File: src/fetch_pkg.sv
package fetch_pkg;

  // Width of every address, PC and branch target in the front end
  localparam int XLEN = 32;

  // The first instruction handed to decode after reset sits here
  localparam logic [XLEN-1:0] RESET_PC = 32'h0000_0000;

  // Canonical NOP (addi x0, x0, 0) that replaces squashed fetch slots
  localparam logic [31:0] I_NOP = 32'h0000_0013;

  // Instruction RAM size in 32-bit words
  localparam int IMEM_DEPTH = 256;

  // Word address width of the instruction RAM
  localparam int IMEM_AW = 8;

  // Direct-mapped BTB with one entry per index
  localparam int BTB_ENTRIES = 16;
  localparam int BTB_IDX_W = 4;

  // The BTB tag keeps every PC bit above the index and the byte offset
  localparam int BTB_TAG_W = XLEN - BTB_IDX_W - 2;

  // Return address stack depth and its pointer width
  localparam int RAS_DEPTH = 4;
  localparam int RAS_PTR_W = 2;

endpackage

File: src/fetch_pred_if.sv
`timescale 1ns/10ps

interface fetch_pred_if;
  import fetch_pkg::*;

  // BTB result for the PC looked up in this cycle
  logic            hit;
  logic            taken;
  logic [XLEN-1:0] target;
  logic            is_return;

  // Current top of the return address stack
  logic            ras_valid;
  logic [XLEN-1:0] ras_target;

  // The BTB fills the branch fields of the prediction
  modport btb_src(output hit, output taken, output target, output is_return);

  // The RAS fills its own fields and looks at the BTB flags to decide on a pop
  modport ras_src(output ras_valid, output ras_target, input hit, input taken,
                  input is_return);

  // Next-PC selection and the fetch stage only read the prediction
  modport sink(input hit, input taken, input target, input is_return, input ras_valid,
               input ras_target);

endinterface

File: src/pc_gen.sv
`timescale 1ns/10ps

module pc_gen #(
  parameter int BPRED = 1
) (
  input  logic                       clk,
  input  logic                       rst_n,
  input  logic                       id_ready,
  input  logic                       redirect_valid,
  input  logic [fetch_pkg::XLEN-1:0] redirect_pc,
  fetch_pred_if.sink                 pred,
  output logic [fetch_pkg::XLEN-1:0] pc,
  output logic [fetch_pkg::XLEN-1:0] pc_next
);
  import fetch_pkg::*;

  logic [XLEN-1:0] pc_seq;
  logic            advance;
  logic            take_return;
  logic            take_branch;

  assign pc_seq = pc + XLEN'(4);

  // A redirect moves the PC even while decode holds the front end
  assign advance = id_ready || redirect_valid;

  if (BPRED != 0) begin : g_bpred
    // Returns prefer the RAS over whatever target the BTB stored
    assign take_return = pred.hit && pred.taken && pred.is_return && pred.ras_valid;
    assign take_branch = pred.hit && pred.taken;
  end else begin : g_no_bpred
    // Without prediction the PC only follows redirects and the sequential path
    assign take_return = 1'b0;
    assign take_branch = 1'b0;
  end

  // Priority is redirect, then predicted return, then predicted branch
  always_comb begin
    if (redirect_valid) begin
      pc_next = redirect_pc;
    end else if (take_return) begin
      pc_next = pred.ras_target;
    end else if (take_branch) begin
      pc_next = pred.target;
    end else begin
      pc_next = pc_seq;
    end
  end

  // With early fetch the RAM is addressed with pc_next, so pc starts one word
  // before the reset vector and pc_next points at RESET_PC while in reset
  always_ff @(posedge clk) begin
    if (!rst_n) begin
      pc <= (BPRED != 0) ? RESET_PC - XLEN'(4) : RESET_PC;
    end else if (advance) begin
      pc <= pc_next;
    end
  end

endmodule

File: src/flat_wrapper.sv
// flat-port wrapper written by rule: the top's interface ports become plain ports
module pc_gen_flat import fetch_pkg::*;
#(
  parameter int BPRED = 1
)
  (clk, rst_n, id_ready, redirect_valid, redirect_pc, pc, pc_next, pred_hit, pred_taken, pred_target, pred_is_return, pred_ras_valid, pred_ras_target);
  fetch_pred_if pred_i ();
  input  logic clk;
  input  logic rst_n;
  input  logic id_ready;
  input  logic redirect_valid;
  input  logic [fetch_pkg::XLEN-1:0] redirect_pc;
  output logic [fetch_pkg::XLEN-1:0] pc;
  output logic [fetch_pkg::XLEN-1:0] pc_next;
  input wire logic [$bits(pred_i.hit)-1:0] pred_hit;
  input wire logic [$bits(pred_i.taken)-1:0] pred_taken;
  input wire logic [$bits(pred_i.target)-1:0] pred_target;
  input wire logic [$bits(pred_i.is_return)-1:0] pred_is_return;
  input wire logic [$bits(pred_i.ras_valid)-1:0] pred_ras_valid;
  input wire logic [$bits(pred_i.ras_target)-1:0] pred_ras_target;
  assign pred_i.hit = pred_hit;
  assign pred_i.taken = pred_taken;
  assign pred_i.target = pred_target;
  assign pred_i.is_return = pred_is_return;
  assign pred_i.ras_valid = pred_ras_valid;
  assign pred_i.ras_target = pred_ras_target;
  pc_gen #(.BPRED(BPRED)) u_core (.clk(clk), .rst_n(rst_n), .id_ready(id_ready), .redirect_valid(redirect_valid), .redirect_pc(redirect_pc), .pred(pred_i), .pc(pc), .pc_next(pc_next));
endmodule
File: config.mk
export PLATFORM = sky130hd
export DESIGN_NAME = pc_gen_flat
export DESIGN_NICKNAME = d
export VERILOG_FILES = /design/src/fetch_pkg.sv /design/src/fetch_pred_if.sv /design/src/pc_gen.sv /design/src/flat_wrapper.sv
export SDC_FILE = /design/constraint.sdc
export NUM_CORES = 1
export LEC_CHECK = 0
export ABC_AREA = 0
export BUFFER_PORTS_ARGS = -buffer_cell sky130_fd_sc_hd__buf_2
export CAP_MARGIN = 25
export CELL_PAD_IN_SITES_DETAIL_PLACEMENT = 2
export CELL_PAD_IN_SITES_GLOBAL_PLACEMENT = 2
export CORE_ASPECT_RATIO = 0.6
export CORE_UTILIZATION = 22
export CTS_BUF_LIST = sky130_fd_sc_hd__clkbuf_4
export CTS_CLUSTER_DIAMETER = 40
export CTS_CLUSTER_SIZE = 8
export DETAILED_ROUTE_END_ITERATION = 7
export GPL_TIMING_DRIVEN = 0
export HOLD_SLACK_MARGIN = 0.1
export PLACE_DENSITY = 0.91
export SLEW_MARGIN = 30
export SYNTH_ARGS = -nofsm -noshare
export SYNTH_HDL_FRONTEND = slang
export SYNTH_SLANG_ARGS = --single-unit
File: constraint.sdc
create_clock -name clk -period 3.35 [get_ports clk]
set_clock_uncertainty 0.05 [all_clocks]
set_input_delay 0.67 -clock clk [delete_from_list [all_inputs] [get_ports clk]]
set_output_delay 0.67 -clock clk [all_outputs]
set_load 0.1 [all_outputs]
==> metrics.txt, run 1 <==
# TYPE chip_impl_metric gauge
chip_impl_metric{name="total_die_area",unit="mm^2"} 0.0140
chip_impl_metric{name="sum_of_net_half_perimeters_after_detailed_placement",unit="um"} 14400
chip_impl_metric{name="largest_reg_flops",unit=""} 32
chip_impl_metric{name="yosys.area_share.simple",unit=""} 0.361
chip_impl_metric{name="pre_cts_ws",unit="ns"} -0.633
chip_impl_metric{name="vias_in_the_first_global_route",unit=""} 5139
chip_impl_metric{name="numPortBuffers",unit=""} 167
chip_impl_metric{name="row_count",unit=""} 32
chip_impl_metric{name="reg2regPathDepth",unit=""} 6
chip_impl_info{name="max_flop_register",value="u_core.pc"} 1
chip_impl_info{name="ys_top_cells_by_area",value="sky130_fd_sc_hd__dfxtp_1, sky130_fd_sc_hd__nand2_1, sky130_fd_sc_hd__o21ai_0"} 1
chip_impl_metric{name="wire_length_of_the_first_global_routing_pass",unit="um"} 30500
chip_impl_metric{name="grt_start_max_net_pins",unit=""} 13
chip_impl_metric{name="timing.critical_path.arrival",unit="ns"} 2.77
chip_impl_info{name="run_status",value="finished, violations left"} 1
chip_impl_metric{name="met2_length",unit="um"} 10200
chip_impl_metric{name="via_per_instance_ratio",unit=""} 5.99
chip_impl_metric{name="grt_antenna_before_repair",unit=""} 0
chip_impl_metric{name="muxShareOfSynthArea",unit=""} 0.0418
chip_impl_metric{name="routed_wire_length_on_met3",unit="um"} 1870
chip_impl_metric{name="final.setup.worst_slack",unit="ns"} -0.136
chip_impl_metric{name="synth_nets",unit=""} 548
chip_impl_metric{name="globalplace.congestion",unit=""} 0.858
chip_impl_metric{name="detail_route.wirelength.met1",unit="um"} 9380
chip_impl_metric{name="synthToLayoutAreaGrowth",unit="%"} 68.4
chip_impl_metric{name="synth.avg_cell_area",unit="um^2"} 6.69
chip_impl_metric{name="maxCapViolCount",unit=""} 0
chip_impl_metric{name="max-clock-path-buffers",unit=""} 2
chip_impl_info{name="worst_reg2reg_startpoint",value="u_core.pc[3]"} 1
chip_impl_info{name="synth_top_family_by_area",value="simple AND/OR/NAND/NOR gates"} 1
chip_impl_metric{name="critical_path_peak_fanout",unit=""} 6
chip_impl_info{name="layout_top_registers",value="u_core.pc: 32 flops"} 1
chip_impl_info{name="hold_path.class",value="input pin to register"} 1
chip_impl_info{name="synth_top_cells_by_count",value="sky130_fd_sc_hd__nand2_1, sky130_fd_sc_hd__nor2_1, sky130_fd_sc_hd__clkbuf_1, sky130_fd_sc_hd__o21ai_0, sky130_fd_sc_hd__dfxtp_1"} 1
chip_impl_info{name="crit_type",value="register to output port"} 1
chip_impl_metric{name="core",unit="mm^2"} 0.0130
chip_impl_metric{name="synth_top_area_share",unit=""} 0.216
chip_impl_metric{name="insertion_delay",unit="ns"} 0.40
chip_impl_metric{name="cts_inserted_buffers",unit=""} 5
chip_impl_metric{name="cts.reportedPaths.clkPinSlew",unit="ns"} 0.14
chip_impl_info{name="cts_root_buffer",value="sky130_fd_sc_hd__clkbuf_4"} 1
chip_impl_metric{name="fin_crit_sh",unit=""} 1.04
chip_impl_metric{name="route.vias.total",unit=""} 4845
chip_impl_metric{name="postLayoutCoreUtil",unit=""} 0.385
chip_impl_metric{name="grtUsageTotal",unit=""} 0.285
chip_impl_metric{name="instance_count_of_the_mapped_netlist",unit=""} 443
chip_impl_metric{name="worst_ep_required_time",unit="ns"} 2.63
chip_impl_info{name="route.top_layer_used",value="met4"} 1
chip_impl_metric{name="synth_compound_area_frac",unit=""} 0.264
chip_impl_metric{name="report.final.slew_viol_count",unit=""} 0
chip_impl_metric{name="route.detailed.drc",unit=""} 0
chip_impl_info{name="synthDominantAreaCellType",value="sky130_fd_sc_hd__dfxtp_1"} 1
chip_impl_metric{name="post_synth_xor_area_fraction",unit=""} 0.0532
chip_impl_info{name="worstSetupStartpointType",value="register"} 1
chip_impl_metric{name="synth_area",unit="mm^2"} 0.00296
chip_impl_metric{name="power_leakage",unit="nW"} 2.16
chip_impl_info{name="failed_checks",value="negative setup slack"} 1
chip_impl_metric{name="finalSetupViolCount",unit=""} 12
chip_impl_metric{name="postRouteAntennaNets",unit=""} 0
chip_impl_metric{name="htreeDepth",unit=""} 2
chip_impl_info{name="capture_point_of_the_critical_path",value="pc_next[29]"} 1
chip_impl_info{name="post-synth-top-count-cell",value="sky130_fd_sc_hd__nand2_1"} 1
chip_impl_metric{name="final_layout_size_suffix_gt1_frac",unit=""} 0.473
chip_impl_info{name="min-delay-start",value="redirect_pc[27]"} 1
chip_impl_metric{name="slew_headroom",unit=""} 0.464
chip_impl_metric{name="drt-total-wl",unit="um"} 22500
chip_impl_metric{name="postSynthRegisterBits",unit=""} 32
chip_impl_metric{name="synth-async-reset-ratio",unit=""} 0
chip_impl_metric{name="synth_enable_flop_cells",unit=""} 0
chip_impl_metric{name="die_h",unit="um"} 91.9
chip_impl_metric{name="report.final.hold_viol_count",unit=""} 0
chip_impl_metric{name="drtIter0Drc",unit=""} 376
chip_impl_metric{name="tritoncts_num_sinks",unit=""} 32
chip_impl_metric{name="initial_utilization",unit=""} 0.228
chip_impl_metric{name="yosys.area_share.adder",unit=""} 0.00422
chip_impl_metric{name="initial_drt_pass_iterations",unit=""} 5
chip_impl_metric{name="floorplan.die.width",unit="um"} 152
chip_impl_metric{name="wire_per_inst",unit="um"} 27.8
chip_impl_metric{name="max_clock_freq",unit="MHz"} 287
chip_impl_metric{name="number_of_distinct_standard_cells_referenced_by_the_synthesized_netlist",unit=""} 48
chip_impl_metric{name="grt.overflow.total",unit=""} 0
chip_impl_info{name="worst_r2r_endpoint",value="u_core.pc[29]"} 1
chip_impl_metric{name="final_net_count",unit=""} 742
chip_impl_info{name="rsz0062_at_grt",value="true"} 1
chip_impl_metric{name="tightest_slew",unit="ns"} 0.802
chip_impl_info{name="endpoint_kind",value="output port"} 1
chip_impl_metric{name="p_per_area",unit="mW/mm^2"} 436
chip_impl_info{name="critical_path.startpoint",value="u_core.pc[3]"} 1
chip_impl_info{name="synth_flop_cell",value="sky130_fd_sc_hd__dfxtp_1"} 1
chip_impl_metric{name="yosysSeqAreaShare",unit=""} 0.216
chip_impl_metric{name="peakVddDrop",unit="V"} 0.000167
chip_impl_metric{name="ff2ff_setup_slack",unit="ns"} 0.82
chip_impl_metric{name="synthesis.yosys.warnings",unit=""} 0
chip_impl_metric{name="finalWorstPathRequiredPeriod",unit="ns"} 3.49
chip_impl_metric{name="design.portCount",unit=""} 168
chip_impl_info{name="clock_tree_from_tritoncts",value="done"} 1
[timing repair]
action,in CTS,in global routing
pin swaps,7,5
endpoints found under the setup margin,28,22
hold buffers,0,0
resized for setup,67,27
setup buffers,16,7
[worst max-delay path: stages (launching register included)]
cell and delay [ns]:
sky130_fd_sc_hd__dfxtp_4 0.44, sky130_fd_sc_hd__nand4_1 0.23, sky130_fd_sc_hd__or4_4 0.60, sky130_fd_sc_hd__or4_4 0.58, sky130_fd_sc_hd__xnor2_2 0.17, sky130_fd_sc_hd__a21boi_4 0.16, sky130_fd_sc_hd__buf_12 0.19
[layer usage]
metal / up-vias / GRT usage
met1: 2409 / 0.351
li1: 2029 / -
met4: 0 / 0.124
met5: - / 0
met2: 324 / 0.474
met3: 83 / 0.0704
[cell usage in the layout (no fill, tap or decap), drive strengths merged, types with 6 or more instances in the layout]
cell type  count
o31a           9
nor2          35
nand4          9
xor2          10
nand2         86
clkbuf        44
and3           7
a21oi         10
a211oi         6
inv            9
buf          184
o21ai         33
o2111ai        6
nor4          14
o31ai         15
xnor2          8
mux2i          9
nor3          23
nand3         24
a221oi        12
dfxtp         32
[cells by family after synthesis]
family	after synthesis
AND/OR/NAND/NOR	223
AO/OA/AOI/OAI	112
buffers and inverters	45
flip-flops	32
XOR/XNOR	18
multiplexers	12
adder cells (fa/ha/maj)	1
[power breakdown]
part	total, mW	switching, mW	internal, mW	leakage, nW
logic	1.36	1.01	0.348	1.85
registers	0.477	0.0636	0.414	0.265
clock network	0.341	0.189	0.152	0.0403
[stage by stage]
| step | instances | hold slack, ns | cell area [um^2] | power (mW) | setup TNS (ns) |
|---|---|---|---|---|---|
| floorplan | 443 | 0.632 | 3330 | 1.36 | -0.0403 |
| global placement | 780 | 0.453 | 4380 | 1.61 | -12.62 |
| detailed placement | 780 | 0.491 | 4380 | 1.65 | -14.28 |
| CTS | 801 | 0.504 | 4820 | 2.06 | -0.0988 |
| global route | 808 | 0.514 | 4990 | 2.23 | -1.65 |
| finish | 809 | 0.504 | 4990 | 2.18 | -0.875 |
[cell type report]
type                    instances  area [um^2]
diodes                          1         2.50
plain buffers                  33          170
clock buffers                   5         37.5
clock inverters                 3         37.5
fillers                      1529         7980
inverters                       9         33.8
multi-input cells             366         2620
flip-flops and latches         32          708
well taps                     170          213
repair buffers                190         1170
[worst min path at each step]
stage / cells after the start / slack, ns / endpoint
3_3_place_gp: 2 / 0.45 / u_core.pc[0]
5_1_grt: 3 / 0.51 / u_core.pc[27]
4_1_cts: 3 / 0.50 / u_core.pc[16]
6_report: 3 / 0.50 / u_core.pc[27]
3_5_place_dp: 2 / 0.49 / u_core.pc[0]
2_1_floorplan: 2 / 0.63 / u_core.pc[3]
(Power assumes the default switching activity.)
==> inputs of run 2 (changes only) <==
==> constraint.sdc (replaced) <==
create_clock -name clk -period 3.35 [get_ports clk]
set_clock_uncertainty 0.05 [all_clocks]
set_input_delay 0.1675 -clock clk [delete_from_list [all_inputs] [get_ports clk]]
set_output_delay 0.1675 -clock clk [all_outputs]
set_load 0.1 [all_outputs]
==> run 2 against run 1 <==
The run now ends clean. Wire length down 16%. Largest power group unchanged. Worst hold slack worse by 0.40 ns. Largest cell class unchanged. Cell count unchanged. Core utilization down 4.1 points.
==> metrics.txt, run 2 (synthesis gave the netlist of run 1 again) <==
# TYPE chip_impl_metric gauge
chip_impl_info{name="max_flop_register",value="u_core.pc"} 1
chip_impl_metric{name="row_count",unit=""} 32
chip_impl_info{name="clock_tree_from_tritoncts",value="done"} 1
chip_impl_metric{name="route.vias.total",unit=""} 4527
chip_impl_metric{name="fin_crit_sh",unit=""} 0.984
chip_impl_metric{name="die_h",unit="um"} 91.9
chip_impl_metric{name="initial_utilization",unit=""} 0.228
chip_impl_metric{name="postRouteAntennaNets",unit=""} 0
chip_impl_metric{name="slew_headroom",unit=""} 0.417
chip_impl_metric{name="setup_total_negative_slack",unit="ns"} 0
chip_impl_metric{name="pre_cts_ws",unit="ns"} 0.264
chip_impl_metric{name="grt_antenna_before_repair",unit=""} 0
chip_impl_info{name="layout_top_registers",value="u_core.pc: 32 flops"} 1
chip_impl_metric{name="report.final.slew_viol_count",unit=""} 0
chip_impl_metric{name="floorplan.die.width",unit="um"} 152
chip_impl_metric{name="final_net_count",unit=""} 743
chip_impl_info{name="cp_slowest_cell",value="sky130_fd_sc_hd__or4_4"} 1
chip_impl_info{name="rsz0062_at_grt",value="true"} 1
chip_impl_metric{name="cts.reportedPaths.clkPinSlew",unit="ns"} 0.12
chip_impl_metric{name="timing.critical_path.arrival",unit="ns"} 3.08
chip_impl_metric{name="final_layout_size_suffix_gt1_frac",unit=""} 0.357
chip_impl_info{name="hold_path.class",value="input pin to register"} 1
chip_impl_metric{name="core",unit="mm^2"} 0.0130
chip_impl_metric{name="maxCapViolCount",unit=""} 0
chip_impl_metric{name="postLayoutCoreUtil",unit=""} 0.344
chip_impl_metric{name="max-clock-path-buffers",unit=""} 2
chip_impl_metric{name="design.portCount",unit=""} 168
chip_impl_metric{name="finalSetupViolCount",unit=""} 0
chip_impl_metric{name="via_per_instance_ratio",unit=""} 5.60
chip_impl_metric{name="wire_length_of_the_first_global_routing_pass",unit="um"} 29000
chip_impl_metric{name="sum_of_net_half_perimeters_after_detailed_placement",unit="um"} 14400
chip_impl_metric{name="peakVddDrop",unit="V"} 0.000170
chip_impl_info{name="final_cell_mix",value="sky130_fd_sc_hd__buf_2, sky130_fd_sc_hd__nand2_1, sky130_fd_sc_hd__nor2_1"} 1
chip_impl_metric{name="max_clock_freq",unit="MHz"} 303
chip_impl_metric{name="crit_path_max_incr_delay",unit="ns"} 0.64
chip_impl_metric{name="power_leakage",unit="nW"} 1.94
chip_impl_metric{name="htreeDepth",unit=""} 2
chip_impl_info{name="run_status",value="complete, no violations"} 1
chip_impl_metric{name="tightest_slew",unit="ns"} 0.874
chip_impl_metric{name="largest_reg_flops",unit=""} 32
chip_impl_info{name="crit_path_cell_trace",value="nand4_1 -> or4_4 -> buf_2 -> o31a_1 -> nor3_1 -> o31ai_4 -> clkbuf_4"} 1
chip_impl_metric{name="worst_ep_required_time",unit="ns"} 3.13
chip_impl_metric{name="wire_per_inst",unit="um"} 23.5
chip_impl_metric{name="numPortBuffers",unit=""} 167
chip_impl_metric{name="drtIter0Drc",unit=""} 276
chip_impl_metric{name="globalplace.congestion",unit=""} 0.870
chip_impl_info{name="endpoint_kind",value="output port"} 1
chip_impl_metric{name="p_per_area",unit="mW/mm^2"} 429
chip_impl_metric{name="drt-total-wl",unit="um"} 19000
chip_impl_metric{name="n_fill_cell",unit=""} 1566
chip_impl_metric{name="p_total",unit="mW"} 1.92
chip_impl_metric{name="grt_start_max_net_pins",unit=""} 11
chip_impl_metric{name="grtUsageTotal",unit=""} 0.271
chip_impl_metric{name="finalWorstPathRequiredPeriod",unit="ns"} 3.30
chip_impl_metric{name="report.final.hold_viol_count",unit=""} 0
chip_impl_metric{name="final.setup.worst_slack",unit="ns"} 0.0548
chip_impl_info{name="crit_type",value="register to output port"} 1
chip_impl_metric{name="tritoncts_num_sinks",unit=""} 32
chip_impl_info{name="worstSetupStartpointType",value="register"} 1
chip_impl_info{name="cts_root_buffer",value="sky130_fd_sc_hd__clkbuf_4"} 1
chip_impl_metric{name="insertion_delay",unit="ns"} 0.37
chip_impl_metric{name="cts_inserted_buffers",unit=""} 5
chip_impl_metric{name="route.detailed.drc",unit=""} 0
chip_impl_metric{name="critical_path_peak_fanout",unit=""} 10
chip_impl_metric{name="initial_drt_pass_iterations",unit=""} 5
chip_impl_metric{name="grt.overflow.total",unit=""} 0
chip_impl_metric{name="vias_in_the_first_global_route",unit=""} 4918
chip_impl_info{name="layout_commonest_cell",value="sky130_fd_sc_hd__buf_2"} 1
chip_impl_metric{name="synthToLayoutAreaGrowth",unit="%"} 50.6
chip_impl_metric{name="total_die_area",unit="mm^2"} 0.0140
chip_impl_metric{name="insertedDiodeCount",unit=""} 0
run 2: cell types whose count changed in the layout (fill, tap and decap cells not counted), sizes merged:
cell	change
dlygate4sd3	+22
buf	-18
bufinv	-1
clkbuf	-1
clkinv	-1
diode	-1
run 2: final timing paths:
| check | startpoint | end | slack [ns] | depth (start not counted) |
|---|---|---|---|---|
| worst max-delay path | u_core.pc[2] | pc_next[27] | 0.05 | 7 |
| worst min-delay path | redirect_pc[1] | u_core.pc[1] | 0.10 | 3 |
| worst max register to register | u_core.pc[2] | u_core.pc[27] | 0.67 | 6 |
| worst min register to register | u_core.pc[1] | u_core.pc[1] | 0.49 | 2 |
run 2: worst max-delay path: cells and delay by family (launching register included):
kind,cells,cell delay [ns]
compound gates,2,0.41
buf+inv,2,0.54
flops,1,0.43
simple gates,3,1.32
run 2: metrics by stage:
step                instance area (um^2)  instances  hold slack (ns)
finish                              4460        809            0.103
CTS                                 4420        810            0.104
global route                        4460        809            0.105
global placement                    4120        780            0.364
detailed placement                  4120        780            0.368
floorplan                           3080        443            0.265
run 2: final cells by class:
cell class                 instances  area, um^2  share of cell area
clock inverter                     1        3.75            0.000841
clock buffer                       7        52.6              0.0118
multi-input combinational        366        2290               0.512
timing repair buffer             189        1070               0.241
inverter                           9        33.8             0.00757
sequential                        32         659               0.148
tap                              170         213              0.0476
buffer                            35         140              0.0314
run 2: routing by layer:
layer / track usage / up-vias / wire length [um]
met4: 0.0817 / 0 / 379
met1: 0.363 / 2225 / 8430
met2: 0.441 / 238 / 8700
met5: 0 / - / 0
met3: 0.0510 / 31 / 1490
li1: - / 2033 / -
run 2: power breakdown:
group	total [mW]	leakage (nW)	switching (mW)	internal, mW
Combinational	1.18	1.64	0.915	0.262
Clock	0.266	0.0338	0.169	0.0970
Sequential	0.472	0.262	0.0569	0.415
Total	1.92	1.94	1.14	0.775
run 2: repair_timing:
action                     CTS  global route
setup endpoints to repair    3             7
buffers inserted             0             0
hold endpoints to repair    22             0
resized for setup            5            11
hold buffers                22             0
==> inputs of run 3 (changes only) <==
Settings changed: BUFFER_PORTS_ARGS -buffer_cell sky130_fd_sc_hd__buf_2 to -buffer_cell sky130_fd_sc_hd__buf_4.
==> run 3 against run 2 <==
Worst hold slack improved by 0.021 ns. Register-to-register slack got worse by 0.07 ns. Count of clock-buffer cells in the layout fell by 2. Critical path depth did not move. Sequential share of layout area fell by 1.2 points. Wire length fell by 0.78%. Core utilization rose by 3.1 points. Largest power group unchanged. Setup slack improved by 0.021 ns. Design area rose by 8.9%. Flip-flop and latch count did not move. Critical path type unchanged. Clock power fell by 9.8%. First-iteration DRC count fell by 1.4%.
==> metrics.txt, run 3 (synthesis gave the netlist of run 1 again) <==
# TYPE chip_impl_metric gauge
chip_impl_metric{name="synthToLayoutAreaGrowth",unit="%"} 64.0
chip_impl_metric{name="tightest_slew",unit="ns"} 0.885
chip_impl_metric{name="reg2regPathDepth",unit=""} 6
chip_impl_metric{name="grt.overflow.total",unit=""} 0
chip_impl_info{name="layout_top_registers",value="u_core.pc: 32 flops"} 1
chip_impl_metric{name="placed_instance_area",unit="mm^2"} 0.00454
chip_impl_metric{name="drt-total-wl",unit="um"} 18800
chip_impl_metric{name="final.hold.worst_slack",unit="ns"} 0.123
chip_impl_metric{name="grtUsageTotal",unit=""} 0.267
chip_impl_metric{name="design.portCount",unit=""} 168
chip_impl_info{name="clock_tree_from_tritoncts",value="done"} 1
chip_impl_metric{name="p_total",unit="mW"} 1.97
chip_impl_metric{name="route.detailed.drc",unit=""} 0
chip_impl_info{name="worst_reg2reg_startpoint",value="u_core.pc[15]"} 1
chip_impl_metric{name="cts.reportedPaths.clkPinSlew",unit="ns"} 0.11
chip_impl_metric{name="grt_antenna_before_repair",unit=""} 0
chip_impl_metric{name="finalSetupViolCount",unit=""} 0
chip_impl_metric{name="fin_crit_sh",unit=""} 0.977
chip_impl_metric{name="route.vias.total",unit=""} 4504
chip_impl_metric{name="total_die_area",unit="mm^2"} 0.0140
chip_impl_metric{name="wire_length_of_the_first_global_routing_pass",unit="um"} 28600
chip_impl_metric{name="met1_usage",unit=""} 0.340
chip_impl_metric{name="max-clock-path-buffers",unit=""} 2
chip_impl_metric{name="htreeDepth",unit=""} 2
chip_impl_info{name="critical_path.startpoint",value="u_core.pc[15]"} 1
chip_impl_metric{name="slew_headroom",unit=""} 0.410
chip_impl_info{name="run_status",value="complete, no violations"} 1
chip_impl_metric{name="critical_path_peak_fanout",unit=""} 8
chip_impl_info{name="cts_root_buffer",value="sky130_fd_sc_hd__clkbuf_4"} 1
chip_impl_info{name="endpoint_kind",value="output port"} 1
chip_impl_metric{name="grtUsageMet3",unit=""} 0.0605
chip_impl_info{name="hold_path.class",value="input pin to register"} 1
chip_impl_metric{name="pre_cts_ws",unit="ns"} 0.393
chip_impl_metric{name="numPortBuffers",unit=""} 167
chip_impl_metric{name="initial_utilization",unit=""} 0.228
chip_impl_metric{name="final_layout_size_suffix_gt1_frac",unit=""} 0.347
chip_impl_metric{name="min_path_cells",unit=""} 3
chip_impl_metric{name="initial_drt_pass_iterations",unit=""} 5
chip_impl_metric{name="power_leakage",unit="nW"} 2.10
chip_impl_metric{name="report.final.hold_viol_count",unit=""} 0
chip_impl_metric{name="maxCapViolCount",unit=""} 0
chip_impl_metric{name="core",unit="mm^2"} 0.0130
chip_impl_metric{name="fin_area",unit="mm^2"} 0.00486
chip_impl_metric{name="globalplace.congestion",unit=""} 0.872
chip_impl_metric{name="via_per_instance_ratio",unit=""} 5.54
chip_impl_metric{name="postRouteAntennaNets",unit=""} 0
chip_impl_metric{name="insertedDiodeCount",unit=""} 0
chip_impl_metric{name="tritoncts_num_sinks",unit=""} 32
chip_impl_metric{name="grt_start_max_net_pins",unit=""} 11
chip_impl_info{name="crit_type",value="register to output port"} 1
chip_impl_info{name="min-delay-start",value="redirect_pc[21]"} 1
chip_impl_metric{name="wire_per_inst",unit="um"} 23.2
chip_impl_metric{name="row_count",unit=""} 32
chip_impl_metric{name="vias_in_the_first_global_route",unit=""} 4948
chip_impl_info{name="max_flop_register",value="u_core.pc"} 1
chip_impl_metric{name="peakVddDrop",unit="V"} 0.000168
chip_impl_info{name="worstSetupStartpointType",value="register"} 1
chip_impl_metric{name="worst_ep_required_time",unit="ns"} 3.13
chip_impl_metric{name="finalWorstPathRequiredPeriod",unit="ns"} 3.27
chip_impl_metric{name="die_h",unit="um"} 91.9
chip_impl_metric{name="timing.critical_path.arrival",unit="ns"} 3.06
chip_impl_metric{name="postLayoutCoreUtil",unit=""} 0.375
chip_impl_metric{name="final_net_count",unit=""} 748
chip_impl_metric{name="floorplan.die.width",unit="um"} 152
chip_impl_metric{name="max_clock_freq",unit="MHz"} 305
chip_impl_info{name="final_cell_mix",value="sky130_fd_sc_hd__buf_4, sky130_fd_sc_hd__nand2_1, sky130_fd_sc_hd__nor2_1"} 1
chip_impl_info{name="layout_commonest_cell",value="sky130_fd_sc_hd__buf_4"} 1
chip_impl_metric{name="cts_inserted_buffers",unit=""} 5
chip_impl_metric{name="insertion_delay",unit="ns"} 0.38
chip_impl_metric{name="p_per_area",unit="mW/mm^2"} 404
chip_impl_metric{name="sum_of_net_half_perimeters_after_detailed_placement",unit="um"} 14500
chip_impl_metric{name="report.final.slew_viol_count",unit=""} 0
chip_impl_metric{name="grt_use_met2",unit=""} 0.447
chip_impl_metric{name="largest_reg_flops",unit=""} 32
chip_impl_info{name="global_route.peak_usage_layer",value="met2"} 1
chip_impl_metric{name="drtIter0Drc",unit=""} 272
chip_impl_metric{name="final.setup.worst_slack",unit="ns"} 0.0756
==> run 3: changes by cell type in the layout (fill, tap and decap cells not counted), sizes merged <==
cell,delta
buf,+6
clkbuf,-5
dlygate4sd3,+2
clkinv,+1
==> run 3: what timing repair did <==
item,CTS,global route
hold endpoints to repair,24,0
setup endpoints to repair,1,4
hold buffers,24,0
resized for setup,1,3
pin swaps,0,1
buffers inserted,0,2
==> run 3: worst paths after layout <==
check | endpoint | slack (ns)
worst max-delay path | pc_next[24] | 0.08
worst min-delay path | u_core.pc[21] | 0.12
worst max register to register | u_core.pc[28] | 0.60
worst min register to register | u_core.pc[30] | 0.53
==> run 3: critical path: stages (launching register included) <==
cell	delay, ns
sky130_fd_sc_hd__dfxtp_2	0.43
sky130_fd_sc_hd__nand3_1	0.31
sky130_fd_sc_hd__or4_1	0.61
sky130_fd_sc_hd__clkbuf_1	0.26
sky130_fd_sc_hd__nor4_1	0.48
sky130_fd_sc_hd__o31ai_2	0.14
sky130_fd_sc_hd__o21ai_2	0.15
sky130_fd_sc_hd__buf_4	0.31
==> run 3: power breakdown <==
part	leakage [nW]	internal [mW]	switching, mW
combinational	1.81	0.339	0.914
sequential	0.262	0.415	0.0586
clock	0.0261	0.0733	0.166
total	2.10	0.827	1.14
==> run 3: per-stage QoR <==
stage / TNS [ns] / instances
2_1_floorplan: 0 / 443
3_3_place_gp: 0 / 780
3_5_place_dp: 0 / 780
4_1_cts: 0 / 811
5_1_grt: -0.00284 / 813
6_report: 0 / 813
==> run 3: final cells by class <==
| type | count | area [um^2] |
|---|---|---|
| plain buffers | 36 | 144 |
| clock buffers | 5 | 37.5 |
| clock inverters | 2 | 7.51 |
| flip-flops and latches | 32 | 659 |
| fillers | 1579 | 8110 |
| inverters | 9 | 33.8 |
| multi-input cells | 366 | 2260 |
| well taps | 170 | 213 |
| repair buffers | 193 | 1510 |
==> run 3: metal layers <==
| metal | part of all wire | up-vias |
|---|---|---|
| met5 | 0 | - |
| met3 | 0.078 | 34 |
| met4 | 0.025 | 0 |
| li1 | - | 2042 |
| met1 | 0.44 | 2213 |
| met2 | 0.46 | 215 |
